[src/datapathPkg.sv]
package datapathPkg;

        localparam int dataWidth    = 32;
        localparam int regCount     = 16;
        localparam int regIdxWidth  = 4;
        localparam int memDepth     = 512;
        localparam int memAddrWidth = 9;

        // Register fields and constant of the instruction word
        localparam int raLsb      = 23;
        localparam int rbLsb      = 19;
        localparam int rcLsb      = 15;
        localparam int constWidth = 19;

        typedef enum logic [4:0] {
                opAdd  = 5'd1,
                opSub  = 5'd2,
                opMul  = 5'd3,
                opDiv  = 5'd4,
                opShr  = 5'd5,
                opShl  = 5'd6,
                opShra = 5'd7,
                opRor  = 5'd8,
                opRol  = 5'd9,
                opAnd  = 5'd10,
                opOr   = 5'd11,
                opNeg  = 5'd12,
                opXor  = 5'd13,
                opNor  = 5'd14,
                opNot  = 5'd15
        } opcodeT;

        typedef enum logic [3:0] {
                srcNone, srcReg, srcHi, srcLo, srcZHigh, srcZLow, srcPc, srcMdr, srcInPort, srcC
        } busSrcT;

endpackage

[src/regSelIf.sv]
`timescale 1ns/1ps

// Register select and strobes from decode into the register file
interface regSelIf import datapathPkg::*; ();

        logic [regIdxWidth-1:0] regIdx;
        logic                   writeEn;
        logic                   readEn;
        logic                   baseZero;     // baOut active, R0 reads as zero

        modport decode (
                output regIdx, writeEn, readEn, baseZero
        );

        modport regs (
                input regIdx, writeEn, readEn, baseZero
        );

endinterface

[src/regFile.sv]
`timescale 1ns/1ps

module regFile import datapathPkg::*; (
        input  logic                 clk,
        input  logic                 rstN,
        input  logic [dataWidth-1:0] busIn,
        output logic [dataWidth-1:0] regData,
        regSelIf.regs                sel
);

        logic [dataWidth-1:0] regs [regCount];

        always_ff @(posedge clk) begin
                if (!rstN) begin
                        for (int i = 0; i < regCount; i++) begin
                                regs[i] <= '0;
                        end
                end else if (sel.writeEn) begin
                        regs[sel.regIdx] <= busIn;
                end
        end

        // R0 under baOut acts as a zero base address
        always_comb begin
                if (!sel.readEn)
                        regData = '0;
                else if (sel.baseZero && sel.regIdx == '0)
                        regData = '0;
                else
                        regData = regs[sel.regIdx];
        end

endmodule

[src/flat_wrapper.sv]
// flat-port wrapper written by rule: the top's interface ports become plain ports
module regFile_flat import datapathPkg::*;
  (clk, rstN, busIn, regData, sel_regIdx, sel_writeEn, sel_readEn, sel_baseZero);
  regSelIf sel_i ();
  input  logic clk;
  input  logic rstN;
  input  logic [dataWidth-1:0] busIn;
  output logic [dataWidth-1:0] regData;
  input wire logic [$bits(sel_i.regIdx)-1:0] sel_regIdx;
  input wire logic [$bits(sel_i.writeEn)-1:0] sel_writeEn;
  input wire logic [$bits(sel_i.readEn)-1:0] sel_readEn;
  input wire logic [$bits(sel_i.baseZero)-1:0] sel_baseZero;
  assign sel_i.regIdx = sel_regIdx;
  assign sel_i.writeEn = sel_writeEn;
  assign sel_i.readEn = sel_readEn;
  assign sel_i.baseZero = sel_baseZero;
  regFile u_core (.clk(clk), .rstN(rstN), .busIn(busIn), .regData(regData), .sel(sel_i));
endmodule
[config.mk]
export PLATFORM = sky130hd
export DESIGN_NAME = regFile_flat
export DESIGN_NICKNAME = d
export VERILOG_FILES = /design/src/datapathPkg.sv /design/src/regSelIf.sv /design/src/regFile.sv /design/src/flat_wrapper.sv
export SDC_FILE = /design/constraint.sdc
export NUM_CORES = 1
export LEC_CHECK = 0
export BUFFER_PORTS_ARGS = -buffer_cell sky130_fd_sc_hd__clkbuf_2
export CAP_MARGIN = 10
export CORE_UTILIZATION = 60
export CTS_CLUSTER_SIZE = 24
export DETAILED_ROUTE_END_ITERATION = 10
export PLACE_DENSITY = 0.77
export SYNTH_ARGS = -nofsm -noshare
export SYNTH_HDL_FRONTEND = slang
export SYNTH_SLANG_ARGS = --single-unit
[constraint.sdc]
create_clock -name clk -period 4.9 [get_ports clk]
set_clock_uncertainty 0.05 [all_clocks]
set_input_delay 0.49 -clock clk [delete_from_list [all_inputs] [get_ports clk]]
set_output_delay 0.49 -clock clk [all_outputs]
set_load 0.005 [all_outputs]
; ---- Word-level counts from Yosys, hierarchy flattened
; Memories as Yosys holds them, arrays and structs flattened.
; Cells that the tools add are included.
; W data, S select, Z words.
[totals]
reg_bits = 0
ram_bits = 512
inputBits = 41
output_inout_bits = 32
wordCells = 13
mem_count = 1
[memory_table]
columns = name, depth, width, read_ports, rd_ports_with_merged_regs, wr, line_no
row1 = u_core.regs, 16, 32, 1, 0, 16, regFile.sv:11  ; logic [dataWidth-1:0] regs [regCount];
[classes]
muxes = 9
reduce_logical = 3
[ops]
columns = cell, count
row1 = $mux W32, 3
row2 = $reduce_or A32 Y1, 1
row3 = $mux W1, 5
row4 = $logic_not A4 Y1, 1
row5 = $mux W4, 1
row6 = $logic_and A1 B1 Y1, 1

; ---- Logic depth before layout (Yosys ltp)
; Gate-level depths: netlist of the first run.
[logic_depth]
ltp_word = 5
ltp_mapped = 6
ltp_nobuf = 3

; ---- Least setup slack after synthesis of the first run
; No wires, ideal clock.
[synth_path]
path_type = input-to-reg
from = input port sel_regIdx[0]
to = memory u_core.regs[12][0], enable pin
setup_time_ns = 0.466
t_arrival_ns = 3.304
required_time_ns = 4.384
path_slack_ns = 1.081
stages = 4
n_path_buf = 2
cell_sequence = buf_6 buf_6 nand4bb_4 o21ai_0
[synth_rtl]
columns = element, line_no
row1 = from (decl), flat_wrapper.sv:9  ; input wire logic [$bits(sel_i.regIdx)-1:0] sel_regIdx;
row2 = to (decl), regFile.sv:11

; ---- Worst setup path after layout of the first run
[layout_path]
from = input port sel_regIdx[3]
to = output port regData[31]
[layout_between]
elab_chain_cells = 4
word_cells_on_any_way = 5
cone_classes = mux (2) / reduce/logical (2) / memory (1)
[layout_lines]
columns = element, line_no
row1 = branches (longest 2 deep; another with $mem_v2 Z16 W32), n/a
row2 = $mux W32 *, regFile.sv:27  ; else if (sel.baseZero && sel.regIdx == '0)
row3 = $mux W32 *, regFile.sv:25  ; if (!sel.readEn)
row4 = to (decl), flat_wrapper.sv:8  ; output logic [dataWidth-1:0] regData;
; Mark *: on every way between the ends.

==> metrics.txt, run 1 <==
largest net degree at the start of global routing 75; via density per instance about 6.3; wirelength, routed 56.79 mm; number of post-CTS setup repair buffers 0; half-perimeter wire length after placement 32.01 mm; Final setup viols 0; WP depth 6; final weighted congestion in routability-driven placement about 0.80; sw frac approximately 22%; Top FF cell, synth sky130_fd_sc_hd__edfxtp_1; delay of the slowest cell on the worst path 800 ps; category of the most critical setup path in2out; peak clock frequency supported by timing roughly 270 MHz; Post-synth EDFFs a little over 500; Critical Path Source Type primary input; final critical delay including setup and external delays about 3800 ps; result of the run completed; number of violations of the max-capacitance limit 0; number of instances in the synthesized netlist 1422; CTS tree built; most common cell type on the critical path sky130_fd_sc_hd__buf_4; total congestion overflow 0; clock root buffer sky130_fd_sc_hd__clkbuf_16; total core area approximately 38000 um^2; number of gates given a new drive strength after cts 0; effective utilization at floorplan about three fifths; proportion of synthesized chip area in sequential cells around 67%; fraction of layout instances using a drive strength above 1 roughly 23%; Hold WC Path Type in2reg; average routed wire per standard cell around 28 um; net count reported at finish 1500; die outline height 198.3 um; Num Clock Sinks 512; data required time at the worst endpoint ~4400 ps; filler cell count in the final layout about 2400; routed vias approximately 13000; Slowest cell on crit path sky130_fd_sc_hd__nand2_1; global routing usage summed across all routing layers 30.30%; clock slew at the register clock pins of the worst setup and hold paths around 60 ps; antenna violations before repair 2; Synth Register Bits slightly above 500; switching power approximately 0.0021 W; transition at the pin with the smallest max-transition slack approximately 1000 ps; buffers added on ports a little over 70; maximum clock path buffer count 3; total internal power roughly 0.0074 W; clock buffer count from CTS 52; fraction of registers with async set or reset after synthesis 0%; number of detailed-routing iterations run before antenna repair 5; endpoint arrival time on the critical path ~3200 ps; number of global-route vias before repair between 10000 and 15000; registers with the most flip-flops u_core.regs (512); count of yosys warnings during synthesis 0; number of unique standard cell types used by synthesis 28; most flop-heavy register u_core.regs; headroom to the max-slew limit between 30% and 40%; standard-cell row count between 70 and 80; Area growth syn-to-layout 10.92%; Pleak 8.945 nW; H-tree lvl count 2; unrepaired setup endpoints after global routing false; full die area approximately 39000 um^2; DRT antenna net count 0; highest fanout seen on the critical path 45; Fin Setup TNS 0 ps; CP top delay family simple AND/OR/NAND/NOR gates; number of flip-flops under the largest register name around 510; PwrDens around 370 nW/um^2; Hold Buf Count CTS 0; Critical path buffers and inverters 3; Horiz. Die Dim between 150 and 200 um; share of power burned in registers 53.9%; end of the critical path regData[31]; Overall Power around 0.0095 W; average size of a mapped cell ~16 um^2; number of violations reported at the end of detailed-routing iteration 0 between 1500 and 2000; Final Hold Violating Endpoints 0; global-route wire length before repair about 84 mm; worst vdd ir between 300 and 400 uV; Synth Net Count roughly 1500; Clock Power Share between 30% and 40%; post-synthesis instance area 23120 um^2; # DRC 0; launch point of the worst path sel_regIdx[3]; top-level I/O count 73; cell breakdown of the critical path buf_4 -> or4b_1 -> nand2_1 -> buf_4 -> o21ai_1 -> clkbuf_2; Critical Path Sink Type output pin; combinational fraction of design power ~7.5%; max-slew violation count 0; period utilization 76.89%
-- final cells by class --
| class | instances | area, um^2 | share of cell area, % |
|---|---|---|---|
| diodes | 1 | 2.502 | 0.009758 |
| clock inverters | 26 | 171.4 | 0.6685 |
| well taps | 511 | 639.4 | 2.493 |
| clock buffers | 68 | 1383 | 5.392 |
| flip-flops and latches | 512 | 15370 | 59.96 |
| repair buffers | 111 | 734.5 | 2.864 |
| multi-input cells | 782 | 7338 | 28.62 |
-- power groups by stage --
stage,Combinational [W],Clock [W],Sequential [W]
2_1_floorplan,0.000442,0,0.00520
3_3_place_gp,0.000704,0,0.00521
3_5_place_dp,0.000710,0,0.00523
4_1_cts,0.000713,0.00371,0.00514
5_1_grt,0.000751,0.00387,0.00515
6_report,0.000712,0.00368,0.00514
-- worst min-delay path by stage --
stage / from / endpoint / depth (start not counted)
2_1_floorplan: busIn[0] / u_core.regs[0][0] / 1
3_3_place_gp: busIn[19] / u_core.regs[8][19] / 2
3_5_place_dp: busIn[0] / u_core.regs[2][0] / 2
4_1_cts: busIn[19] / u_core.regs[9][19] / 2
5_1_grt: busIn[2] / u_core.regs[3][2] / 2
6_report: busIn[19] / u_core.regs[9][19] / 2
-- stage by stage --
step                      cell area, um^2  hold slack (ps)  cells  util [%]  worst slack, ps
after floorplan                     23120            638.2   1422         -             1081
after global placement              24090            923.2   1916     63.80             1163
after detailed placement            24090            929.4   1916     63.80             1198
after CTS                           25640            321.6   2010     67.91             1209
after global routing                25640            376.9   2011     67.92             1125
final                               25640            338.2   2011     67.92             1133
-- cell families (layout without fill, tap and decap cells) --
group / after synthesis / in the layout / share of synthesized area (%)
simple gates: 548 / 548 / 15.08
buf+inv: 128 / 205 / 2.630
other cells: 0 / 1 / 0
mux: 159 / 159 / 13.81
compound gates: 75 / 75 / 1.975
flops: 512 / 512 / 66.50
-- metal layers --
layer	share of wire [%]	track usage, %	vias to the layer above
li1	-	-	5357
met1	38	41.29	6606
met2	51	50.53	679
met3	8.7	4.190	105
met4	2.5	10.51	0
met5	0	0	-
-- Yosys cell counts (2+ instances only) --
master                     number  share of area [%]
sky130_fd_sc_hd__a22oi_1       31                1.0
sky130_fd_sc_hd__and2_1       512                 14
sky130_fd_sc_hd__buf_2         19               0.41
sky130_fd_sc_hd__buf_4         12               0.39
sky130_fd_sc_hd__buf_6          6               0.29
sky130_fd_sc_hd__clkbuf_1      79                1.3
sky130_fd_sc_hd__clkbuf_2      11               0.24
sky130_fd_sc_hd__edfxtp_1     512                 67
sky130_fd_sc_hd__mux2i_1       31                1.3
sky130_fd_sc_hd__mux4_2       128                 12
sky130_fd_sc_hd__nand2_1        2              0.032
sky130_fd_sc_hd__nand2b_1       6               0.16
sky130_fd_sc_hd__nand3_1        2              0.043
sky130_fd_sc_hd__nand4b_4       2               0.21
sky130_fd_sc_hd__nor2_1        12               0.19
sky130_fd_sc_hd__nor3_2         4               0.17
sky130_fd_sc_hd__o21ai_0       12               0.26
sky130_fd_sc_hd__o21ai_1       31               0.67
-- cells in the final DEF (no fill, tap or decap), types with 4 or more instances in the layout --
cell / count
sky130_fd_sc_hd__mux4_2: 128
sky130_fd_sc_hd__o21ai_1: 31
sky130_fd_sc_hd__edfxtp_1: 512
sky130_fd_sc_hd__buf_4: 35
sky130_fd_sc_hd__nor2_2: 12
sky130_fd_sc_hd__buf_12: 5
sky130_fd_sc_hd__clkbuf_1: 15
sky130_fd_sc_hd__mux2i_1: 31
sky130_fd_sc_hd__a22oi_1: 31
sky130_fd_sc_hd__nand2b_2: 4
sky130_fd_sc_hd__o21ai_4: 12
sky130_fd_sc_hd__clkbuf_2: 69
sky130_fd_sc_hd__and2_1: 512
sky130_fd_sc_hd__clkinv_2: 6
sky130_fd_sc_hd__nor3_4: 4
sky130_fd_sc_hd__clkinv_1: 15
sky130_fd_sc_hd__clkbuf_16: 53
No activity file was read; power rests on OpenSTA's default activity.
==> run 2, diff against run 1 <==
CORE_UTILIZATION = 56   (was 60)
PLACE_DENSITY = 0.76   (was 0.77)
clock period = 3.05 ns   (was 4.9 ns; I/O delays follow)
==> run 2 against run 1 <==
  * Cell count rose by 2.9%
  * First-iteration DRC count down 15%
  * Setup slack worse by 640 ps
  * Die area up 7.1%
  * Clock power increased by 70%
  * Design area rose by 1.9%
  * Sequential share of layout area decreased by 1.1 points
  * Via count hardly changed
  * Combinational power rose by 63%
  * Global-route usage down 2.5 points
  * Hold slack lost 210 ps
  * Total power grew 65%
  * Largest power group unchanged
  * Highest routed layer is now met5
==> metrics.txt, run 2 (synthesis results as in run 1) <==
final critical delay including setup and external delays 2557 ps; cell breakdown of the critical path mux4_2 -> a22oi_1 -> o21ai_1 -> clkbuf_2; number of flip-flops under the largest register name 512; Horiz. Die Dim about 210 um; worst vdd ir ~390 uV; routed vias 12760; delay of the slowest cell on the worst path 480 ps; Hold WC Path Type in2reg; number of violations of the max-capacitance limit 0; Hold Buf Count CTS 0; endpoint arrival time on the critical path between 2000 and 2500 ps; post-layout instance count excluding filler cells a little over 2000; average routed wire per standard cell 27.28 um; registers with the most flip-flops u_core.regs (512); DRT antenna net count 0; global-route wire length before repair 83.39 mm; Final setup viols 0; number of gates given a new drive strength after cts 0; WP depth 4; peak clock frequency supported by timing 391.1 MHz; final design area excluding fillers approximately 26000 um^2; full die area roughly 42000 um^2; via density per instance roughly 6.2; top-level I/O count between 70 and 80; unrepaired setup endpoints after global routing false; Pleak 9.201 nW; number of violations reported at the end of detailed-routing iteration 0 between 1000 and 1500; CTS tree built; met3 routed WL between 4 and 5 mm; # DRC 0; number of global-route vias before repair between 10000 and 15000; highest fanout seen on the critical path 1; max-slew violation count 0; Slowest cell on crit path sky130_fd_sc_hd__mux4_2; length of routed wiring on met1 around 22 mm; maximum clock path buffer count 3; total congestion overflow 0; Overall Power 0.01569 W; result of the run completed; number of detailed-routing iterations run before antenna repair 5; PwrDens between 600 and 700 nW/um^2; highest signal layer in the routed design met5; Final Hold Violating Endpoints 0; fraction of layout instances using a drive strength above 1 about a quarter; antenna violations before repair 7; net count reported at finish ~1500; Fin Setup TNS 0 ps; period utilization a little over four fifths; Critical Path Sink Type output pin; clock root buffer sky130_fd_sc_hd__clkbuf_16; worst setup slack before clock tree synthesis approximately 470 ps; standard cell area after detailed placement 24470 um^2; Critical path buffers and inverters 1; cell count of the worst hold path 2; half-perimeter wire length after placement 33.34 mm; Area growth syn-to-layout 13.02%; clock buffer count from CTS 52; Routed met2 length roughly 28 mm; data required time at the worst endpoint about 2700 ps; final critical-path setup slack ~490 ps; H-tree lvl count 2; standard-cell row count 74; leading cell types in the layout, fill and taps excluded sky130_fd_sc_hd__and2_1, sky130_fd_sc_hd__edfxtp_1, sky130_fd_sc_hd__mux4_2; die outline height 205.2 um; wirelength, routed approximately 56 mm; placed cells about 2000; headroom to the max-slew limit between 30% and 40%; final weighted congestion in routability-driven placement approximately 0.79; largest net degree at the start of global routing 63; Critical Path Source Type flop; number of post-CTS setup repair buffers 0; transition at the pin with the smallest max-transition slack a little over 1000 ps; clock slew at the register clock pins of the worst setup and hold paths roughly 60 ps; buffers added on ports 72; filler cell count in the final layout roughly 2900; most flop-heavy register u_core.regs; Num Clock Sinks 512; category of the most critical setup path reg2out; effective utilization at floorplan a little under three fifths; global routing usage summed across all routing layers roughly 28%; total core area roughly 41000 um^2; CP top delay family compound AO/OA/AOI/OAI gates
-- run 2: changes by cell type in the layout (fill, tap and decap cells not counted) --
cell                         change
sky130_fd_sc_hd__and3b_1         +1
sky130_fd_sc_hd__clkinv_2        +1
sky130_fd_sc_hd__bufinv_16       +4
sky130_fd_sc_hd__inv_6           -2
sky130_fd_sc_hd__clkbuf_1        -7
sky130_fd_sc_hd__and3b_2         -1
sky130_fd_sc_hd__buf_12          +6
sky130_fd_sc_hd__clkinv_1        +3
sky130_fd_sc_hd__buf_4          +32
sky130_fd_sc_hd__clkinvlp_4      +1
-- run 2: final timing paths --
kind	to	startpoint	slack, ps
worst min-delay path	u_core.regs[8][14]	busIn[14]	130
worst max-delay path	regData[24]	u_core.regs[7][24]	490
-- run 2: metal layers --
metal / up-vias / track usage [%]
li1: 5431 / -
met1: 6528 / 37.58
met2: 649 / 45.61
met3: 138 / 4.926
met4: 10 / 10.34
met5: - / 0
-- run 2: through the flow --
step	hold WS [ps]	utilization, %
after floorplan	453.2	-
after global placement	721.5	60.07
after detailed placement	727.1	60.07
after CTS	102.6	64.13
after global routing	149.4	64.14
final	131.3	64.14
-- run 2: area by class of cell --
| cell class | count | area (um^2) | area share (%) |
|---|---|---|---|
| timing repair buffer | 149 | 1095 | 4.190 |
| clock inverter | 33 | 297.8 | 1.140 |
| tap | 532 | 665.6 | 2.548 |
| sequential | 512 | 15370 | 58.84 |
| multi-input combinational | 782 | 7337 | 28.08 |
| antenna | 1 | 2.502 | 0.009577 |
| clock buffer | 61 | 1356 | 5.191 |
-- run 2: power breakdown --
part	internal [W]	switching (W)	total (W)	leakage [nW]
combinational	0.000487	0.000675	0.00116	3.52
sequential	0.00814	0.000114	0.00825	4.88
clock	0.00366	0.00261	0.00627	0.803
