### config.mk
export PLATFORM = sky130hd
export DESIGN_NAME = resultRegs
export DESIGN_NICKNAME = d
export VERILOG_FILES = /design/src/datapathPkg.sv /design/src/resultRegs.sv
export SDC_FILE = /design/constraint.sdc
export NUM_CORES = 1
export LEC_CHECK = 0
export BUFFER_PORTS_ARGS = -buffer_cell sky130_fd_sc_hd__clkbuf_2
export CAP_MARGIN = 20
export CORE_ASPECT_RATIO = 0.5
export CORE_MARGIN = 5
export CORE_UTILIZATION = 42
export CTS_CLUSTER_SIZE = 8
export DETAILED_ROUTE_END_ITERATION = 6
export GPL_TIMING_DRIVEN = 0
export PLACE_DENSITY = 0.76
export SKIP_CTS_REPAIR_TIMING = 1
export SLEW_MARGIN = 20
export SYNTH_ARGS = -nofsm -noshare
export SYNTH_HDL_FRONTEND = slang
export SYNTH_SLANG_ARGS = --single-unit
### constraint.sdc
create_clock -name clk -period 0.83 [get_ports clk]
set_input_delay 0.166 -clock clk [delete_from_list [all_inputs] [get_ports clk]]
set_output_delay 0.166 -clock clk [all_outputs]
set_load 0.01 [all_outputs]
### src/datapathPkg.sv
package datapathPkg;

        localparam int dataWidth    = 32;
        localparam int regCount     = 16;
        localparam int regIdxWidth  = 4;
        localparam int memDepth     = 512;
        localparam int memAddrWidth = 9;

        // Register fields and constant of the instruction word
        localparam int raLsb      = 23;
        localparam int rbLsb      = 19;
        localparam int rcLsb      = 15;
        localparam int constWidth = 19;

        typedef enum logic [4:0] {
                opAdd  = 5'd1,
                opSub  = 5'd2,
                opMul  = 5'd3,
                opDiv  = 5'd4,
                opShr  = 5'd5,
                opShl  = 5'd6,
                opShra = 5'd7,
                opRor  = 5'd8,
                opRol  = 5'd9,
                opAnd  = 5'd10,
                opOr   = 5'd11,
                opNeg  = 5'd12,
                opXor  = 5'd13,
                opNor  = 5'd14,
                opNot  = 5'd15
        } opcodeT;

        typedef enum logic [3:0] {
                srcNone, srcReg, srcHi, srcLo, srcZHigh, srcZLow, srcPc, srcMdr, srcInPort, srcC
        } busSrcT;

endpackage

### src/resultRegs.sv
`timescale 1ns/1ps

module resultRegs import datapathPkg::*; (
        input  logic                   clk,
        input  logic                   rstN,
        input  logic [dataWidth-1:0]   busIn,
        input  logic [2*dataWidth-1:0] aluResult,
        input  logic                   zIn,
        input  logic                   hiIn,
        input  logic                   loIn,
        output logic [dataWidth-1:0]   zHigh,
        output logic [dataWidth-1:0]   zLow,
        output logic [dataWidth-1:0]   hi,
        output logic [dataWidth-1:0]   lo
);

        logic [2*dataWidth-1:0] zReg;

        always_ff @(posedge clk) begin
                if (!rstN) begin
                        zReg <= '0;
                        hi   <= '0;
                        lo   <= '0;
                end else begin
                        if (zIn) zReg <= aluResult;
                        if (hiIn) hi <= busIn;      // HI and LO fill from the bus
                        if (loIn) lo <= busIn;
                end
        end

        assign zHigh = zReg[2*dataWidth-1:dataWidth];
        assign zLow  = zReg[dataWidth-1:0];

endmodule

Word-level counts from Yosys, hierarchy flattened
Index checks and enable logic that the tools add are counted.
Word-level totals
  register bits after elaboration: 128
  input bits: 101
  output and inout bits: 128
  word-level logic and storage cells: 3

Logic depth before layout (Yosys ltp)
Gate-level depths: netlist (run 1).
  word-level depth: 0
  mapped depth: 4
  mapped depth without buffers: 2

Worst setup path before layout (run 1)
No wires, ideal clock.
  path type: input port to flip-flop
  start point: input port zIn
  end point: register zReg[10]
  library setup time: 116 ps
  arrival time: 699 ps
  required time: 714 ps
  path slack: 15 ps
  stages on the path: 4
  buffers on the path: 2
  path through: buf_6 > buf_8 > mux2i_1 > nor2b_1
RTL lines
  from (decl): RTL line resultRegs.sv:8  | input logic zIn,
  to (signal assigned): RTL line resultRegs.sv:25  | if (zIn) zReg <= aluResult;
  to (decl): RTL line resultRegs.sv:17  | logic [2*dataWidth-1:0] zReg;

Worst setup path in the final report (run 1)
  start point: register zReg[15]
  end point: output port zLow[15]
RTL lines
  to (decl): RTL line resultRegs.sv:12  | output logic [dataWidth-1:0] zLow,
No word-level cell between the ends.

==> impl_metrics.json, run 1 <==
{
  "drv_cap": 0,
  "core_area_um2": 11200,
  "cts_buffers": 17,
  "fp.dieArea_um2": 14000,
  "crit_buf_inv": 1,
  "relSlewSlack_pct": 72.7,
  "cts.sinks": 128,
  "final_common_cell": "buf_6",
  "status": "finished with violations",
  "row_count": 27,
  "final_cell_mix": "buf_6 (135), mux2i_1 (128), nor2b_1 (128), dfxtp_2 (128), clkbuf_2 (96)",
  "grt_pass1_wl_um": 19000,
  "grt_overflow": 0,
  "antenna_found_initial": 0,
  "drc_errors": 0,
  "io_pins": 229,
  "post_drt_wl_per_cell_um": 16.0,
  "ys_seq_area_share_pct": 52.5,
  "fill_cells": 770,
  "cts_root_buf": "clkbuf_16",
  "drt-pass1-iter-count": 4,
  "path_class": "flop to primary output",
  "post-route-period-util_pct": 123,
  "r2r_cells": 3,
  "clk_latency_ps": 400,
  "postSynthCellCount": 413,
  "p_leak_nw": 3.70,
  "nets": 761,
  "skew_ps": 0,
  "rsz0062_at_grt": "true",
  "cts.path.max_buffers": 2,
  "drive_gt1_share_pct": 60.2,
  "cp_slowest_cell": "dfxtp_2",
  "netlist_area_um2": 4880,
  "setup_viol": 128,
  "period_minus_slack_ps": 1020,
  "port_buffers": 224,
  "hold_end": "zReg[52]",
  "synthTopCellsByArea": "dfxtp_1 (52%), mux2i_1 (26%), nor2b_1 (16%)",
  "ant_nets": 0,
  "crit_path_end_kind": "primary output",
  "place_congestion": 0.751,
  "htree_levels": 4,
  "grt_use_total_pct": 17.1,
  "timing.fmax_mhz": 979,
  "post-dp-hpwl_um": 9040,
  "critPathMaxFanout": 2,
  "drv_slew": 0,
  "preCtsSetupSlack_ps": -226,
  "p_per_area_nw_per_um2": 2180,
  "violations": "setup timing",
  "min_from": "aluResult[52]",
  "yosys_warnings": 0,
  "ir_drop_mv": 1.30,
  "ys_ff_latch": 128,
  "ys_types": 8,
  "r2r_end": "lo[7]",
  "start_kind": "flop",
  "avgSynthCellArea_um2": 11.8,
  "dieWidth_um": 162,
  "clkTransAtPathRegs_ps": 60,
  "antennaDiodeCount": 0,
  "cp_top_family": "flip-flops",
  "grt_pass1_vias": 3744,
  "dr.first_iter.drc_count": 105,
  "dieHeight_um": 86.2,
  "yosysTopAreaCell": "dfxtp_1",
  "fin_area_um2": 7830,
  "rrSetupSlack_ps": 30,
  "place_area_um2": 6200,
  "netlist.area_leader.share_pct": 52.5,
  "grt_max_degree": 17,
  "syn2layout_area_growth_pct": 60.4,
  "crit_arrival_ps": 860,
  "cpPeakStageDelay_ps": 340,
  "seqCellArea_um2": 2720,
  "multi_input_area_um2": 2080,
  "worstHoldPathCells": 3,
  "fin_ws_ps": -191,
  "worst_pin_slew_ps": 410,
  "hold_path_class": "primary input to flop",
  "required_ps": 660,
  "syn-num-nets": 514,
  "hold_viol": 0,
  "cts_tree": "done",
  "r2r_start": "lo[7]",
  "viasPerCell": 4.57,
  "initial_core_util_pct": 43.7,
  "vias": 3801,
  "crit_chain": "buf_6",
  "wl_um": 13300
}
==> cells in the mapped netlist (all sizes together) <==
| cell type | number |
|---|---|
| nor2b | 128 |
| clkbuf | 12 |
| dfxtp | 128 |
| mux2i | 128 |
| buf | 17 |
==> sequential cells by signal (all words and copies together) (netlist names) <==
signal,flops
lo,32
zReg,64
hi,32
==> power breakdown <==
part           switching (mW)  internal (mW)
sequential              0.267           6.60
clock                    2.74           5.19
combinational           0.917           1.35
total                    3.92           13.1
==> layout make-up <==
type	count	area share [%]
tap	159	2.54
sequential	128	34.8
clock inverter	13	2.38
multi-input combinational	256	26.6
clock buffer	19	5.78
timing repair buffer	228	24.9
buffer	29	3.05
==> cell families after synthesis <==
kind of cell / count (synthesis) / synth area share (%)
multiplexers: 128 / 26.2
flip-flops: 128 / 52.5
AND/OR/NAND/NOR: 128 / 16.4
buffers and inverters: 29 / 4.89
==> metrics by stage <==
| step | total power [mW] | cells | TNS, ps | hold WS, ps | utilization [%] |
|---|---|---|---|---|---|
| CTS | 16.6 | 828 | -28970 | 2.77 | 61.2 |
| detailed placement | 8.67 | 796 | -18280 | 431 | 55.5 |
| global placement | 8.63 | 796 | -16460 | 422 | 55.5 |
| finish | 17.1 | 832 | -22600 | 17.8 | 70.1 |
| floorplan | 7.86 | 413 | 0 | 335 | - |
| global route | 17.8 | 832 | -26790 | 12.4 | 70.1 |
==> how the worst max path moves through the flow <==
stage,start,to,cells past startpoint
6_report,zReg[15],zLow[15],1
5_1_grt,zReg[12],zLow[12],1
2_1_floorplan,zIn,zReg[10],4
3_3_place_gp,rstN,lo[12],3
4_1_cts,lo[7],lo[7],1
3_5_place_dp,rstN,lo[14],3
==> layer usage <==
metal / track usage [%] / part of all wire, % / vias up
met2: 30.8 / 54 / 107
li1: - / - / 1864
met3: 4.56 / 4.7 / 25
met4: 7.67 / 2.4 / 0
met1: 19.2 / 39 / 1805
met5: 0 / 0 / -
No activity file was read; power rests on OpenSTA's default activity.
==> run 2: changes to the inputs <==
Settings changed: CELL_PAD_IN_SITES_DETAIL_PLACEMENT set to 0, CELL_PAD_IN_SITES_GLOBAL_PLACEMENT set to 1, CORE_UTILIZATION 42 to 31, PLACE_DENSITY 0.76 to not set, PLACE_DENSITY_LB_ADDON set to 0.1.
==> run 2 against run 1 <==
Effect of this change:
- the flow still finishes with violations (setup timing)
- via count shrank 4.6%
- wire length shrank 1.8%
- die area grew 32%
- count of clock-buffer cells in the layout is the same
- critical path depth is the same
- largest cell class unchanged
- largest power group unchanged
- highest routed layer unchanged
==> impl_metrics.json, run 2 (synthesis results as in run 1) <==
{
  "status": "finished with violations",
  "violations": "setup timing",
  "antenna_found_initial": 0,
  "initial_core_util_pct": 31.7,
  "antennaDiodeCount": 0,
  "wl_um": 13100,
  "layoutNonFillerInstCount": 876,
  "core_area_um2": 15400,
  "grt_use_total_pct": 13.7,
  "reg_top3": "zReg (64), hi (32), lo (32)",
  "port_buffers": 224,
  "fp.dieArea_um2": 18500,
  "place_inst": 841,
  "row_count": 32,
  "hold_path_class": "primary input to flop",
  "cts.sinks": 128,
  "path_depth": 1,
  "grt_overflow": 0,
  "place_congestion": 0.702,
  "met1Wirelength_um": 5730,
  "highest_layer": "met4",
  "final_common_cell": "buf_6",
  "setup.worst_path.start": "hi[19]",
  "wl_met3_um": 1100,
  "grt_pass1_vias": 3725,
  "p_per_area_nw_per_um2": 2160,
  "cp_slowest_cell": "dfxtp_2",
  "syn2layout_area_growth_pct": 61.3,
  "post-dp-hpwl_um": 9490,
  "dieHeight_um": 98.8,
  "htree_levels": 4,
  "clk_latency_ps": 390,
  "path_class": "flop to primary output",
  "drive_gt1_share_pct": 60.0,
  "largest_reg_flops": 64,
  "grt_pass1_wl_um": 20100,
  "timing.hold.ws_ps": 17.4,
  "period_minus_slack_ps": 1020,
  "ir_drop_mv": 1.20,
  "cpPeakStageDelay_ps": 330,
  "largest_register": "zReg",
  "crit_buf_inv": 1,
  "grt_max_degree": 17,
  "nets": 761,
  "rrSetupSlack_ps": 90,
  "fin_ws_ps": -188,
  "io_pins": 229,
  "post-route-period-util_pct": 123,
  "critPathMaxFanout": 2,
  "cts.path.max_buffers": 2,
  "worstSetupEndpoint": "hi[19]",
  "drc_errors": 0,
  "viasPerCell": 4.14,
  "dr.first_iter.drc_count": 78,
  "r2r_start": "lo[0]",
  "post_drt_wl_per_cell_um": 14.9,
  "required_ps": 660,
  "preCtsSetupSlack_ps": -244,
  "cts_buffers": 17,
  "dieWidth_um": 188,
  "start_kind": "flop",
  "r2r_end": "lo[0]",
  "crit_arrival_ps": 850,
  "vias": 3628,
  "cts_tree": "done",
  "final_cell_mix": "buf_6 (135), mux2i_1 (128), nor2b_1 (128), dfxtp_2 (128), clkbuf_2 (96)",
  "drv_cap": 0,
  "crit_path_end_kind": "primary output",
  "drt-pass1-iter-count": 4,
  "fin_setup_tns_ps": -22150,
  "p_leak_nw": 3.69,
  "timing.fmax_mhz": 983,
  "ant_nets": 0,
  "relSlewSlack_pct": 71.4,
  "hold_viol": 0,
  "skew_ps": 0,
  "post-route-util_pct": 51.1,
  "crit_chain": "buf_6",
  "clkTransAtPathRegs_ps": 60,
  "r2r_cells": 3,
  "worst_pin_slew_ps": 429,
  "setup_viol": 128,
  "drv_slew": 0,
  "cts_root_buf": "clkbuf_16",
  "routed-wl-met2_um": 6130,
  "cp_top_family": "flip-flops",
  "rsz0062_at_grt": "true"
}
==> run 2: changes by cell type in the layout (fill, tap and decap cells not counted), sizes merged <==
cell    previous run  this run
clkinv             5         3
inv                0         1
==> run 2: how the worst min path moves through the flow <==
stage                   from        to  depth (start not counted)
3_3_place_gp   aluResult[19]  zReg[19]                          3
2_1_floorplan       busIn[0]     hi[0]                          2
6_report       aluResult[31]  zReg[31]                          3
4_1_cts        aluResult[19]  zReg[19]                          3
5_1_grt        aluResult[28]  zReg[28]                          3
3_5_place_dp    aluResult[7]   zReg[7]                          3
==> run 2: where the power goes <==
group | internal, mW | total, mW | switching (mW)
Sequential | 6.59 | 6.84 | 0.251
Clock | 5.11 | 7.92 | 2.81
Combinational | 1.35 | 2.26 | 0.903
Total | 13.1 | 17.0 | 3.96
==> run 2: through the flow <==
stage	area, um^2	power [mW]
CTS	6890	16.7
floorplan	4880	7.86
global route	7880	17.7
global placement	6260	8.68
finish	7880	17.0
detailed placement	6260	8.70
==> run 2: metal layers <==
layer | track usage [%] | up-vias
li1 | - | 1856
met1 | 16.2 | 1648
met2 | 21.9 | 115
met3 | 6.62 | 9
met4 | 4.85 | 0
met5 | 0 | -
==> run 2: layout make-up <==
cell class | instances | area, um^2
clock buffer | 19 | 443
fill | 1443 | 7540
clock inverter | 12 | 185
multi-input combinational | 256 | 2080
sequential | 128 | 2720
buffer | 29 | 239
timing repair buffer | 228 | 1950
tap | 204 | 255
==> run 3: changes to the inputs <==
Settings changed: CORE_UTILIZATION 31 to 37, CTS_BUF_LIST set to sky130_fd_sc_hd__clkbuf_8 sky130_fd_sc_hd__clkbuf_16.
Clock period 0.83 ns to 1.3 ns, I/O delays scaled along.
==> run 3 against run 2 <==
Effect of this change:
- the run now ends clean
- sequential power down 37%
- critical path type unchanged
- die area down 15%
- clock skew stayed put
- non-clock buffer count down 4
- worst setup slack better by 340 ps
- final cell count is 4.3% lower
- combinational power shrank 49%
==> impl_metrics.json, run 3 (synthesis results as in run 1) <==
{
  "place_congestion": 0.718,
  "cp_top_family": "flip-flops",
  "crit_chain": "clkbuf_2",
  "syn2layout_area_growth_pct": 40.8,
  "largest_reg_flops": 64,
  "reg_top3": "zReg (64), hi (32), lo (32)",
  "skew_ps": 0,
  "drt-pass1-iter-count": 4,
  "rsz0062_at_grt": "false",
  "htree_levels": 4,
  "grt_pass1_vias": 3655,
  "final_cell_mix": "clkbuf_2 (224), mux2i_1 (128), nor2b_1 (128), dfxtp_1 (128), clkbuf_16 (17)",
  "cts_tree": "done",
  "grt_use_total_pct": 15.2,
  "antennaDiodeCount": 0,
  "fin_area_um2": 6880,
  "antenna_found_initial": 0,
  "nets": 757,
  "path_class": "flop to primary output",
  "switchingPower_mw": 2.40,
  "final_common_cell": "clkbuf_2",
  "vias": 3587,
  "wl_um": 12000,
  "worst_pin_slew_ps": 382,
  "combPwrFrac_pct": 10.8,
  "dr.first_iter.drc_count": 97,
  "dieHeight_um": 91.2,
  "timing.fmax_mhz": 868,
  "period_minus_slack_ps": 1150,
  "grt_max_degree": 17,
  "hold_viol": 0,
  "p_leak_nw": 3.44,
  "grt_pass1_wl_um": 18900,
  "path_depth": 1,
  "intPower_mw": 8.27,
  "clk_latency_ps": 400,
  "cts_root_buf": "clkbuf_16",
  "crit_path_end_kind": "primary output",
  "drv_cap": 0,
  "required_ps": 1040,
  "fill_cells": 1200,
  "grt_overflow": 0,
  "fin_ws_ps": 147,
  "status": "complete, no violations",
  "fp.dieArea_um2": 15700,
  "total_power_mw": 10.7,
  "row_count": 29,
  "clkPwrFrac_pct": 49.1,
  "core_area_um2": 12800,
  "swShare_pct": 22.5,
  "drive_gt1_share_pct": 40.7,
  "setup_viol": 0,
  "place_area_um2": 6220,
  "largest_register": "zReg",
  "clkTransAtPathRegs_ps": 60,
  "drc_errors": 0,
  "ant_nets": 0,
  "hold_path_class": "primary input to flop",
  "start_kind": "flop",
  "crit_arrival_ps": 890,
  "relSlewSlack_pct": 74.5,
  "critPathMaxFanout": 2,
  "post-dp-hpwl_um": 9170,
  "cts.path.max_buffers": 2,
  "io_pins": 229,
  "ir_drop_mv": 0.934,
  "drv_slew": 0,
  "dieWidth_um": 172,
  "cts.sinks": 128,
  "post_drt_wl_per_cell_um": 14.4,
  "cpPeakStageDelay_ps": 350,
  "cp_slowest_cell": "dfxtp_1",
  "initial_core_util_pct": 38.1,
  "r2r_cells": 2,
  "p_per_area_nw_per_um2": 1550,
  "viasPerCell": 4.28,
  "fin_setup_tns_ps": 0,
  "preCtsSetupSlack_ps": 156,
  "worstHoldPathCells": 3,
  "port_buffers": 224,
  "p_seq_share_pct": 40.1,
  "cts_buffers": 17,
  "post-route-period-util_pct": 88.7,
  "crit_buf_inv": 1
}
run 3: power by group through the flow:
stage | Combinational [mW] | Sequential (mW) | Clock, mW
floorplan | 0.554 | 4.47 | 0
global placement | 1.17 | 4.36 | 0
detailed placement | 1.18 | 4.36 | 0
CTS | 1.18 | 4.28 | 5.38
global route | 1.28 | 4.31 | 5.57
finish | 1.15 | 4.28 | 5.24
run 3: per-layer routing:
layer	global-route usage [%]	share of wire, %	wire length, um	vias to the layer above
met5	0	0	0	-
met4	4.71	0.96	116	0
met3	6.42	9.5	1150	12
met2	25.0	47	5640	120
met1	18.0	43	5130	1604
li1	-	-	-	1851
run 3: path summary, 6_finish.rpt:
check / endpoint / slack, ps / start
worst min-delay path: zReg[53] / 120 / aluResult[53]
worst min register to register: zReg[44] / 510 / zReg[44]
worst max register to register: zReg[7] / 680 / zReg[7]
worst max-delay path: lo[6] / 150 / lo[6]
run 3: per-stage QoR:
step / std cells / hold slack, ps / utilization [%]
finish: 838 / 116 / 53.7
global route: 838 / 111 / 53.7
CTS: 838 / 101 / 53.7
detailed placement: 807 / 503 / 48.5
global placement: 807 / 494 / 48.5
floorplan: 413 / 429 / -
run 3: final cells by class:
type	instances	area [um^2]	area share [%]
flip-flops and latches	128	2560	37.3
multi-input cells	256	2080	30.3
repair buffers	224	1120	16.3
clock buffers	19	453	6.59
plain buffers	29	239	3.47
well taps	170	213	3.09
clock inverters	12	208	3.02
