### src/datapathPkg.sv
package datapathPkg;

        localparam int dataWidth    = 32;
        localparam int regCount     = 16;
        localparam int regIdxWidth  = 4;
        localparam int memDepth     = 512;
        localparam int memAddrWidth = 9;

        // Register fields and constant of the instruction word
        localparam int raLsb      = 23;
        localparam int rbLsb      = 19;
        localparam int rcLsb      = 15;
        localparam int constWidth = 19;

        typedef enum logic [4:0] {
                opAdd  = 5'd1,
                opSub  = 5'd2,
                opMul  = 5'd3,
                opDiv  = 5'd4,
                opShr  = 5'd5,
                opShl  = 5'd6,
                opShra = 5'd7,
                opRor  = 5'd8,
                opRol  = 5'd9,
                opAnd  = 5'd10,
                opOr   = 5'd11,
                opNeg  = 5'd12,
                opXor  = 5'd13,
                opNor  = 5'd14,
                opNot  = 5'd15
        } opcodeT;

        typedef enum logic [3:0] {
                srcNone, srcReg, srcHi, srcLo, srcZHigh, srcZLow, srcPc, srcMdr, srcInPort, srcC
        } busSrcT;

endpackage

### src/regSelIf.sv
`timescale 1ns/1ps

// Register select and strobes from decode into the register file
interface regSelIf import datapathPkg::*; ();

        logic [regIdxWidth-1:0] regIdx;
        logic                   writeEn;
        logic                   readEn;
        logic                   baseZero;     // baOut active, R0 reads as zero

        modport decode (
                output regIdx, writeEn, readEn, baseZero
        );

        modport regs (
                input regIdx, writeEn, readEn, baseZero
        );

endinterface

### src/instrDecode.sv
`timescale 1ns/1ps

module instrDecode import datapathPkg::*; (
        input  logic                 clk,
        input  logic                 rstN,
        input  logic [dataWidth-1:0] busIn,
        input  logic                 irIn,
        input  logic                 gra,
        input  logic                 grb,
        input  logic                 grc,
        input  logic                 rIn,
        input  logic                 rOut,
        input  logic                 baOut,
        output logic [dataWidth-1:0] constC,
        regSelIf.decode              sel
);

        logic [dataWidth-1:0] ir;

        always_ff @(posedge clk) begin
                if (!rstN) begin
                        ir <= '0;
                end else if (irIn) begin
                        ir <= busIn;
                end
        end

        // Field picked by whichever gr strobe is up
        always_comb begin
                if (gra)
                        sel.regIdx = ir[raLsb +: regIdxWidth];
                else if (grb)
                        sel.regIdx = ir[rbLsb +: regIdxWidth];
                else if (grc)
                        sel.regIdx = ir[rcLsb +: regIdxWidth];
                else
                        sel.regIdx = '0;
        end

        assign sel.writeEn  = rIn;
        assign sel.readEn   = rOut | baOut;
        assign sel.baseZero = baOut;

        // Sign extended C field for cOut
        assign constC = {{(dataWidth - constWidth){ir[constWidth-1]}}, ir[constWidth-1:0]};

endmodule

### src/flat_wrapper.sv
// flat-port wrapper written by rule: the top's interface ports become plain ports
module instrDecode_flat import datapathPkg::*;
  (clk, rstN, busIn, irIn, gra, grb, grc, rIn, rOut, baOut, constC, sel_regIdx, sel_writeEn, sel_readEn, sel_baseZero);
  regSelIf sel_i ();
  input  logic clk;
  input  logic rstN;
  input  logic [dataWidth-1:0] busIn;
  input  logic irIn;
  input  logic gra;
  input  logic grb;
  input  logic grc;
  input  logic rIn;
  input  logic rOut;
  input  logic baOut;
  output logic [dataWidth-1:0] constC;
  output wire logic [$bits(sel_i.regIdx)-1:0] sel_regIdx;
  output wire logic [$bits(sel_i.writeEn)-1:0] sel_writeEn;
  output wire logic [$bits(sel_i.readEn)-1:0] sel_readEn;
  output wire logic [$bits(sel_i.baseZero)-1:0] sel_baseZero;
  assign sel_regIdx = sel_i.regIdx;
  assign sel_writeEn = sel_i.writeEn;
  assign sel_readEn = sel_i.readEn;
  assign sel_baseZero = sel_i.baseZero;
  instrDecode u_core (.clk(clk), .rstN(rstN), .busIn(busIn), .irIn(irIn), .gra(gra), .grb(grb), .grc(grc), .rIn(rIn), .rOut(rOut), .baOut(baOut), .constC(constC), .sel(sel_i));
endmodule
### config.mk
export PLATFORM = sky130hd
export DESIGN_NAME = instrDecode_flat
export DESIGN_NICKNAME = d
export VERILOG_FILES = /design/src/datapathPkg.sv /design/src/regSelIf.sv /design/src/instrDecode.sv /design/src/flat_wrapper.sv
export SDC_FILE = /design/constraint.sdc
export NUM_CORES = 1
export LEC_CHECK = 0
export BUFFER_PORTS_ARGS = -buffer_cell sky130_fd_sc_hd__buf_2
export CAP_MARGIN = 20
export CORE_ASPECT_RATIO = 1.1
export CORE_MARGIN = 2
export CORE_UTILIZATION = 39
export CTS_CLUSTER_DIAMETER = 50
export CTS_CLUSTER_SIZE = 14
export DETAILED_ROUTE_END_ITERATION = 10
export GPL_ROUTABILITY_DRIVEN = 0
export PLACE_DENSITY = 0.85
export SYNTH_ARGS = -nofsm -noshare
export SYNTH_HDL_FRONTEND = slang
export SYNTH_SLANG_ARGS = --single-unit
export TNS_END_PERCENT = 30
### constraint.sdc
create_clock -name clk -period 0.85 [get_ports clk]
set_input_delay 0.085 -clock clk [delete_from_list [all_inputs] [get_ports clk]]
set_output_delay 0.085 -clock clk [all_outputs]
set_load 0.005 [all_outputs]
Word-level counts from Yosys, hierarchy flattened --
Cells that the tools add are included.
Storage, ports and cells: register bits 27, bits of input ports 41, output and inout port bits 39, word-level logic and storage cells 5
Operators by class: mux-type cells 3, bitwise gates (word level) 1
Operator list (number):
- $mux W4 | 3
- $or A1 B1 Y1 | 1

Depth between registers and ports, before layout --
Gate-level depths: netlist of run 1.
depth in word-level cells 3, gate-level depth with buffers 4, depth with buffers taken out 2

Worst setup path before layout of run 1 --
OpenSTA, ideal clock, no wires.
kind reg2out, from register u_core.ir[18], to output sel_regIdx[3], arrival 0.798 ns, required time 0.765 ns, slack -0.033 ns, cell stages (with the launch flop) 3, path buffers 0, cells stage by stage dfxtp_1 nand3b_1 a21oi_1
Between the ends: cells in the longest elaborated chain, start to end 3
RTL lines:
- from (decl) | RTL line instrDecode.sv:18 | logic [dataWidth-1:0] ir;
- from (signal assigned) | RTL line instrDecode.sv:24 | ir <= busIn;
- $mux W4 | RTL line instrDecode.sv:34 | else if (grc)
- $mux W4 | RTL line instrDecode.sv:32 | else if (grb)
- $mux W4 | RTL line instrDecode.sv:30 | if (gra)
- to (decl) | RTL line flat_wrapper.sv:16 | output wire logic [$bits(sel_i.regIdx)-1:0] sel_regIdx;
No other way between the ends.

Final worst setup path of run 1 --
Ends and elaborated chain as after synthesis.

==> results_dict.tcl, run 1 <==
set metrics [dict create \
    status "finished with violations" \
    violations "setup timing" \
    drv_cap 0 \
    p_int_uw 1840 \
    grt_first_pass_wirelength_mm 4.16 \
    final_common_cell "buf_2" \
    finClkSkew_ns 0 \
    cts-htree-levels 1 \
    switching_share 0.251 \
    synthDistinctLibCells 10 \
    cts_root_buf "clkbuf_4" \
    drtAntennaViolNets 0 \
    dieArea_um2 4070 \
    cts.clk_slew.worst_paths_ns 0.15 \
    core-area_um2 3390 \
    grtUsageMet1 0.152 \
    tightest_slew_ns 0.383 \
    clkPwrFrac 0.223 \
    critPathKind "reg2out" \
    firstDrtPassIters 3 \
    rsz0062_at_grt "yes" \
    areaGrowthSynthToFinish_pct 27.4 \
    ys_seq_elements 27 \
    synth_top_area_frac 0.387 \
    syn-num-nets 178 \
    die_x_um 61.0 \
    vias 1034 \
    grt_pass1_vias 984 \
    setup-violations-final 36 \
    regMostFlops "u_core.ir" \
    seqPwrFrac 0.567 \
    insertedDiodeCount 0 \
    grt-busiest-layer "met2" \
    power_frac_comb 0.211 \
    final_cells 239 \
    post_drt_wl_per_cell_um 11.1 \
    start_kind "flop" \
    grt_antenna_before_repair 0 \
    drv_slew 0 \
    synth_largest_area_cell "dfxtp_1" \
    dp_hpwl_mm 1.91 \
    hold_viol 0 \
    required_ns 0.76 \
    clock_path_buffers 2 \
    insertion_delay_ns 0.32 \
    tritoncts "done" \
    routed_wl_mm 2.66 \
    initial_utilization 0.412 \
    grt_use_total 0.135 \
    synth_area_per_cell_um2 10.2 \
    numCtsBuffers 3 \
    nFillCells 323 \
    min_period_ns 1.13 \
    yosysWarnings 0 \
    p_switching_uw 618 \
    power_density_nw_per_um2 1380 \
    met3_usage 0.0252 \
    grt_overflow 0 \
    fmax_ghz 0.883 \
    layout_setup_ws_ns -0.283 \
    max_slew_margin 0.744 \
    layout.nets 233 \
    pre_cts_ws_ns 0.0189 \
    leakage_uw 0.000897 \
    final_cell_mix "buf_2 (69), nor2b_1 (31), mux2i_1 (27)" \
    rows 22 \
    synth_seq_area_share 0.387 \
    drive_above_1_share 0.576 \
    crit_arrival_ns 1.05 \
    io_pins 80 \
    fin_hold_ws_ns 0.0130 \
    viasPerCell 4.33 \
    io_buffers 72 \
    cp-end-kind "primary output" \
    drtIter0Drc 29 \
    clock_sinks 27 \
    netlist_area_um2 1400 \
    min_period_over_period 1.33 \
    syn_inst 137 \
    drcViolationCount 0 \
    grtUsageMet2 0.243 \
    synth_area_leaders "dfxtp_1 (39%), mux2i_1 (19%), buf_4 (18%), nor2b_1 (14%), a21oi_1 (2.9%)" \
    crit_fanout 6 \
    reg_top3 "u_core.ir: 27 flops" \
    peakVddDrop_mv 0.740 \
    fp.dieH_um 66.7 \
    largest_reg_flops 27 \
    hp-class "in2reg" \
    place_inst 221 \
    grt_max_degree 28 \
]
## cell usage after synthesis
master    instances
or2_2             1
mux2i_1          27
clkbuf_1          2
nand3b_1          4
buf_6             1
dfxtp_1          27
buf_4            34
nor2b_1          31
buf_12            2
a21oi_1           8
## layer usage
metal	vias to the layer above	routed length, µm
met4	0	12
met3	2	251
met5	-	0
li1	522	-
met2	55	1300
met1	455	1110
## stage by stage
stage	total power (µW)	cell area [µm²]	util	setup TNS, ns
floorplan	1760	1400	-	0
global placement	1850	1550	0.458	0
detailed placement	1860	1550	0.458	0
CTS	2490	1730	0.510	-4.68
global route	2640	1780	0.525	-6.25
finish	2460	1780	0.525	-3.91
## cell type report
type,count,area (µm²),share of cell area
Clock buffer,3,22.5,0.0127
Clock inverter,1,5.00,0.00281
Multi-Input combinational cell,71,556,0.312
Sequential cell,27,571,0.321
Tap cell,48,60.1,0.0338
Timing Repair Buffer,89,564,0.317
## critical path, cell delays in order (launching register included)
cell,delay (ns)
dfxtp_4,0.40
nand3b_1,0.10
a21oi_2,0.12
buf_2,0.12
## power groups by stage
stage / Combinational [µW] / Sequential, µW / Clock (µW)
2_1_floorplan: 355 / 1410 / 0
3_3_place_gp: 436 / 1410 / 0
3_5_place_dp: 447 / 1410 / 0
4_1_cts: 498 / 1390 / 594
5_1_grt: 581 / 1410 / 655
6_report: 518 / 1390 / 548
## cell families (layout without fill, tap and decap cells)
| logic type | Yosys count | in the layout | synth area share |
|---|---|---|---|
| buffers and inverters | 39 | 93 | 0.225 |
| DFF | 27 | 27 | 0.387 |
| muxes | 27 | 27 | 0.194 |
| and+or+nand+nor | 36 | 36 | 0.165 |
| AOI/OAI and AO/OA | 8 | 8 | 0.0287 |
## worst paths after layout
check | from | to | slack [ns] | cells after the start
max | u_core.ir[18] | sel_regIdx[3] | -0.28 | 3
min | busIn[22] | u_core.ir[22] | 0.01 | 3
max reg2reg | u_core.ir[15] | u_core.ir[15] | 0.03 | 4
min reg2reg | u_core.ir[13] | u_core.ir[13] | 0.52 | 2
## what timing repair did
action / in CTS / in global routing
resized for setup: 25 / 6
endpoints found under the hold margin: 9 / 1
hold buffers: 9 / 1
setup buffers: 2 / 2
endpoints found under the setup margin: 36 / 36
(Power assumes the default switching activity.)
==> inputs of run 2 (changes only) <==
Settings changed: CORE_MARGIN 2 to default.
==> results_dict.tcl, run 2 (synthesis results as in run 1) <==
set metrics [dict create \
    min_period_ns 1.17 \
    final_cells 233 \
    layout.nets 227 \
    cp_top_family "flip-flops" \
    power_density_nw_per_um2 1410 \
    core-area_um2 3390 \
    final_cell_mix "buf_2 (67), nor2b_1 (31), mux2i_1 (27)" \
    pre_cts_ws_ns 0.0569 \
    dieArea_um2 3820 \
    die_x_um 59.0 \
    reg2reg_depth 4 \
    placed_cell_area_um2 1550 \
    leakage_uw 0.000883 \
    layout_setup_ws_ns -0.325 \
    drv_cap 0 \
    drtIter0Drc 30 \
    numCtsBuffers 3 \
    grtUsageMet2 0.263 \
    insertion_delay_ns 0.32 \
    rows 22 \
    firstDrtPassIters 3 \
    tightest_slew_ns 0.365 \
    clock_path_buffers 2 \
    finalPower_uw 2460 \
    crit_buf_inv 1 \
    drtAntennaViolNets 0 \
    vias 1029 \
    grt-busiest-layer "met2" \
    reg2reg_to "u_core.ir[17]" \
    cp-end-kind "primary output" \
    required_ns 0.76 \
    hp-class "in2reg" \
    drive_above_1_share 0.584 \
    finClkSkew_ns 0 \
    largest_reg_flops 27 \
    violations "setup timing" \
    clock_sinks 27 \
    tns_ns -5.92 \
    crit_fanout 2 \
    crit_arrival_ns 1.09 \
    grt_antenna_before_repair 0 \
    grt_first_pass_wirelength_mm 4.11 \
    grt_max_degree 28 \
    grtUsageMet1 0.155 \
    start_kind "flop" \
    crit_end "sel_regIdx[2]" \
    regMostFlops "u_core.ir" \
    hold_viol 0 \
    crit_slowest_cell "dfxtp_2" \
    post_drt_wl_per_cell_um 11.7 \
    critPathKind "reg2out" \
    postLayoutCellArea_um2 1750 \
    drcViolationCount 0 \
    insertedDiodeCount 0 \
    place_inst 221 \
    reg_top3 "u_core.ir: 27 flops" \
    final_common_cell "buf_2" \
    worstPathCellList "nand3b_1 > a21oi_2 > buf_2" \
    io_pins 80 \
    grt_pass1_vias 962 \
    regToRegSetupSlack_ns 0 \
    viasPerCell 4.42 \
    rsz0062_at_grt "yes" \
    met3_usage 0.0299 \
    cpPeakStageDelay_ns 0.36 \
    grt_overflow 0 \
    fp.dieH_um 64.7 \
    drv_slew 0 \
    io_buffers 72 \
    cts.clk_slew.worst_paths_ns 0.15 \
    initial_utilization 0.412 \
    peakVddDrop_mv 0.681 \
    dp_hpwl_mm 1.88 \
    status "finished with violations" \
    startpoint "u_core.ir[17]" \
    cts_root_buf "clkbuf_4" \
    tritoncts "done" \
    cts-htree-levels 1 \
    setup-violations-final 36 \
    fmax_ghz 0.851 \
    max_slew_margin 0.757 \
    routed_wl_mm 2.73 \
    rr_startpoint "u_core.ir[17]" \
    min_period_over_period 1.38 \
    path_depth 3 \
    grt_use_total 0.141 \
    areaGrowthSynthToFinish_pct 25.3 \
]
[run 2: changes by cell type in the layout (fill, tap and decap cells not counted), sizes merged]
cell	change
clkbuf	+1
dlygate4sd3	-7
[run 2: cell type report]
cell class / count / area, µm²
fill: 332 / 1640
tap: 48 / 60.1
clock inverter: 1 / 5.00
sequential: 27 / 566
timing repair buffer: 83 / 543
multi-input combinational: 71 / 552
clock buffer: 3 / 22.5
[run 2: worst min path at each step]
| stage | startpoint | endpoint | slack [ns] | cells after the start |
|---|---|---|---|---|
| floorplan | rstN | u_core.ir[0] | 0.21 | 1 |
| global placement | rIn | sel_writeEn | 0.17 | 0 |
| detailed placement | rIn | sel_writeEn | 0.17 | 0 |
| CTS | busIn[25] | u_core.ir[25] | 0.006 | 3 |
| global route | busIn[18] | u_core.ir[18] | 0.006 | 3 |
| finish | busIn[8] | u_core.ir[8] | 0.01 | 3 |
[run 2: power breakdown]
| part | internal [µW] | switching, µW | total [µW] |
|---|---|---|---|
| registers | 1350 | 41.6 | 1390 |
| logic | 317 | 209 | 525 |
| clock network | 176 | 364 | 540 |
[run 2: metal layers]
metal / wire length, µm / up-vias / share of wire
met2: 1410 / 57 / 0.52
met3: 192 / 2 / 0.070
li1: - / 512 / -
met4: 10 / 0 / 0.0037
met1: 1120 / 458 / 0.41
met5: 0 / - / 0
[run 2: metrics by stage]
stage | hold WS, ns | utilization
after floorplan | 0.213 | -
after global placement | 0.170 | 0.458
after detailed placement | 0.170 | 0.458
after CTS | 0.00586 | 0.493
after global routing | 0.00571 | 0.516
final | 0.0138 | 0.516
[run 2: worst min-delay path, delay by kind of cell]
family,cells,cell delay [ns]
buffers and inverters,1,0.07
muxes,1,0.06
and+or+nand+nor,1,0.09
[run 2: timing repair]
item | in CTS | in global routing
hold endpoints to repair | 2 | 1
hold buffers | 2 | 1
pin swaps | 0 | 1
cloned | 0 | 1
gates resized for setup | 24 | 9
setup endpoints to repair | 36 | 36
setup buffers | 3 | 2
==> inputs of run 3 (changes only) <==
Settings changed: ABC_CLOCK_PERIOD_IN_PS from default to 850, SKIP_LAST_GASP from default to 1.
==> results_dict.tcl, run 3 (synthesis results as in run 1) <==
set metrics [dict create \
    status "finished with violations" \
    violations "setup timing" \
    fmax_ghz 0.858 \
    crit_slowest_cell "dfxtp_2" \
    drv_cap 0 \
    drive_above_1_share 0.495 \
    layout.nets 226 \
    nFillCells 328 \
    min_period_over_period 1.37 \
    reg2reg_depth 3 \
    regToRegSetupSlack_ns 0.10 \
    io_pins 80 \
    rsz0062_at_grt "yes" \
    required_ns 0.76 \
    fp.dieH_um 64.7 \
    cpPeakStageDelay_ns 0.35 \
    final_common_cell "buf_2" \
    insertion_delay_ns 0.32 \
    dieArea_um2 3820 \
    drcViolationCount 0 \
    layout_setup_ws_ns -0.315 \
    start_kind "flop" \
    hold_depth 3 \
    worstPathCellList "buf_4 > clkbuf_16 > buf_2" \
    finClkSkew_ns 0 \
    drtAntennaViolNets 0 \
    cts.clk_slew.worst_paths_ns 0.14 \
    initial_utilization 0.412 \
    io_buffers 72 \
    power_density_nw_per_um2 1440 \
    min_period_ns 1.17 \
    crit_fanout 7 \
    grt_antenna_before_repair 0 \
    numCtsBuffers 3 \
    crit_arrival_ns 1.08 \
    drv_slew 0 \
    rr_startpoint "u_core.ir[15]" \
    clock_path_buffers 2 \
    reg_top3 "u_core.ir: 27 flops" \
    firstDrtPassIters 2 \
    grt_first_pass_wirelength_mm 4.06 \
    multi_input_area_um2 548 \
    peakVddDrop_mv 0.626 \
    rows 22 \
    grt_max_degree 28 \
    setup-violations-final 36 \
    insertedDiodeCount 0 \
    cp-end-kind "primary output" \
    place_inst 221 \
    grt_overflow 0 \
    critPathKind "reg2out" \
    routed_wl_mm 2.53 \
    viasPerCell 4.35 \
    leakage_uw 0.000866 \
    clock_sinks 27 \
    worstHoldStart "busIn[8]" \
    max_slew_margin 0.757 \
    min_to "u_core.ir[8]" \
    final_cell_mix "buf_2 (70), nor2b_1 (31), mux2i_1 (27)" \
    vias 1010 \
    largest_reg_flops 27 \
    regMostFlops "u_core.ir" \
    hold_viol 0 \
    core-area_um2 3390 \
    post_drt_wl_per_cell_um 10.9 \
    regArea_um2 547 \
    dp_hpwl_mm 1.88 \
    die_x_um 59.0 \
    cts_root_buf "clkbuf_4" \
    tightest_slew_ns 0.365 \
    drtIter0Drc 24 \
    cts-htree-levels 1 \
    tritoncts "done" \
    areaGrowthSynthToFinish_pct 21.0 \
    pre_cts_ws_ns 0.0569 \
    final_cells 232 \
    grt_use_total 0.139 \
    grt_pass1_vias 960 \
    reg2reg_to "u_core.ir[15]" \
    hp-class "in2reg" \
]
-- run 3: changes by cell type in the layout (fill, tap and decap cells not counted), sizes merged --
| cell | change |
|---|---|
| buf | -1 |
-- run 3: cell type report --
cell class / count / area share
sequential: 27 / 0.324
timing repair buffer: 82 / 0.299
multi-input combinational: 71 / 0.325
tap: 48 / 0.0356
clock buffer: 3 / 0.0133
clock inverter: 1 / 0.00297
-- run 3: stage by stage --
step           hold slack [ns]  total power [µW]  area [µm²]  TNS, ns   util
6_report                0.0159              2420        1690    -5.81  0.499
3_5_place_dp             0.170              1860        1550        0  0.458
4_1_cts                0.00586              2430        1630    -6.20  0.482
2_1_floorplan            0.213              1760        1400        0      -
3_3_place_gp             0.170              1850        1550        0  0.458
5_1_grt                0.00233              2590        1690    -8.14  0.499
-- run 3: worst max-delay path by stage --
| stage | from | endpoint | slack [ns] | cells past startpoint |
|---|---|---|---|---|
| floorplan | u_core.ir[18] | sel_regIdx[3] | 0.09 | 2 |
| finish | u_core.ir[18] | constC[31] | -0.32 | 3 |
| CTS | u_core.ir[18] | sel_regIdx[3] | -0.31 | 3 |
| global route | u_core.ir[18] | sel_regIdx[3] | -0.38 | 3 |
| detailed placement | irIn | u_core.ir[23] | 0.06 | 4 |
| global placement | u_core.ir[16] | sel_regIdx[1] | 0.05 | 3 |
-- run 3: report_power, final --
part	leakage, µW	internal (µW)	total [µW]	switching, µW
clock network	0.0000177	176	542	366
registers	0.000225	1340	1380	39.1
logic	0.000624	298	498	199
-- run 3: timing repair --
action	in CTS	in global routing
gates cloned	0	1
endpoints found under the hold margin	2	1
endpoints found under the setup margin	36	36
hold buffers	2	1
gates resized for setup	5	6
setup buffers	3	1
-- run 3: layer usage --
layer,track usage,share of wire
met5,0,0
met4,0.0446,0.0040
met3,0.0299,0.073
met2,0.256,0.50
met1,0.155,0.42
-- run 3: worst max-delay path, delay by kind of cell, from the launching register on --
kind / cells / cell delay, ns
flip-flops: 1 / 0.35
buffers and inverters: 3 / 0.40
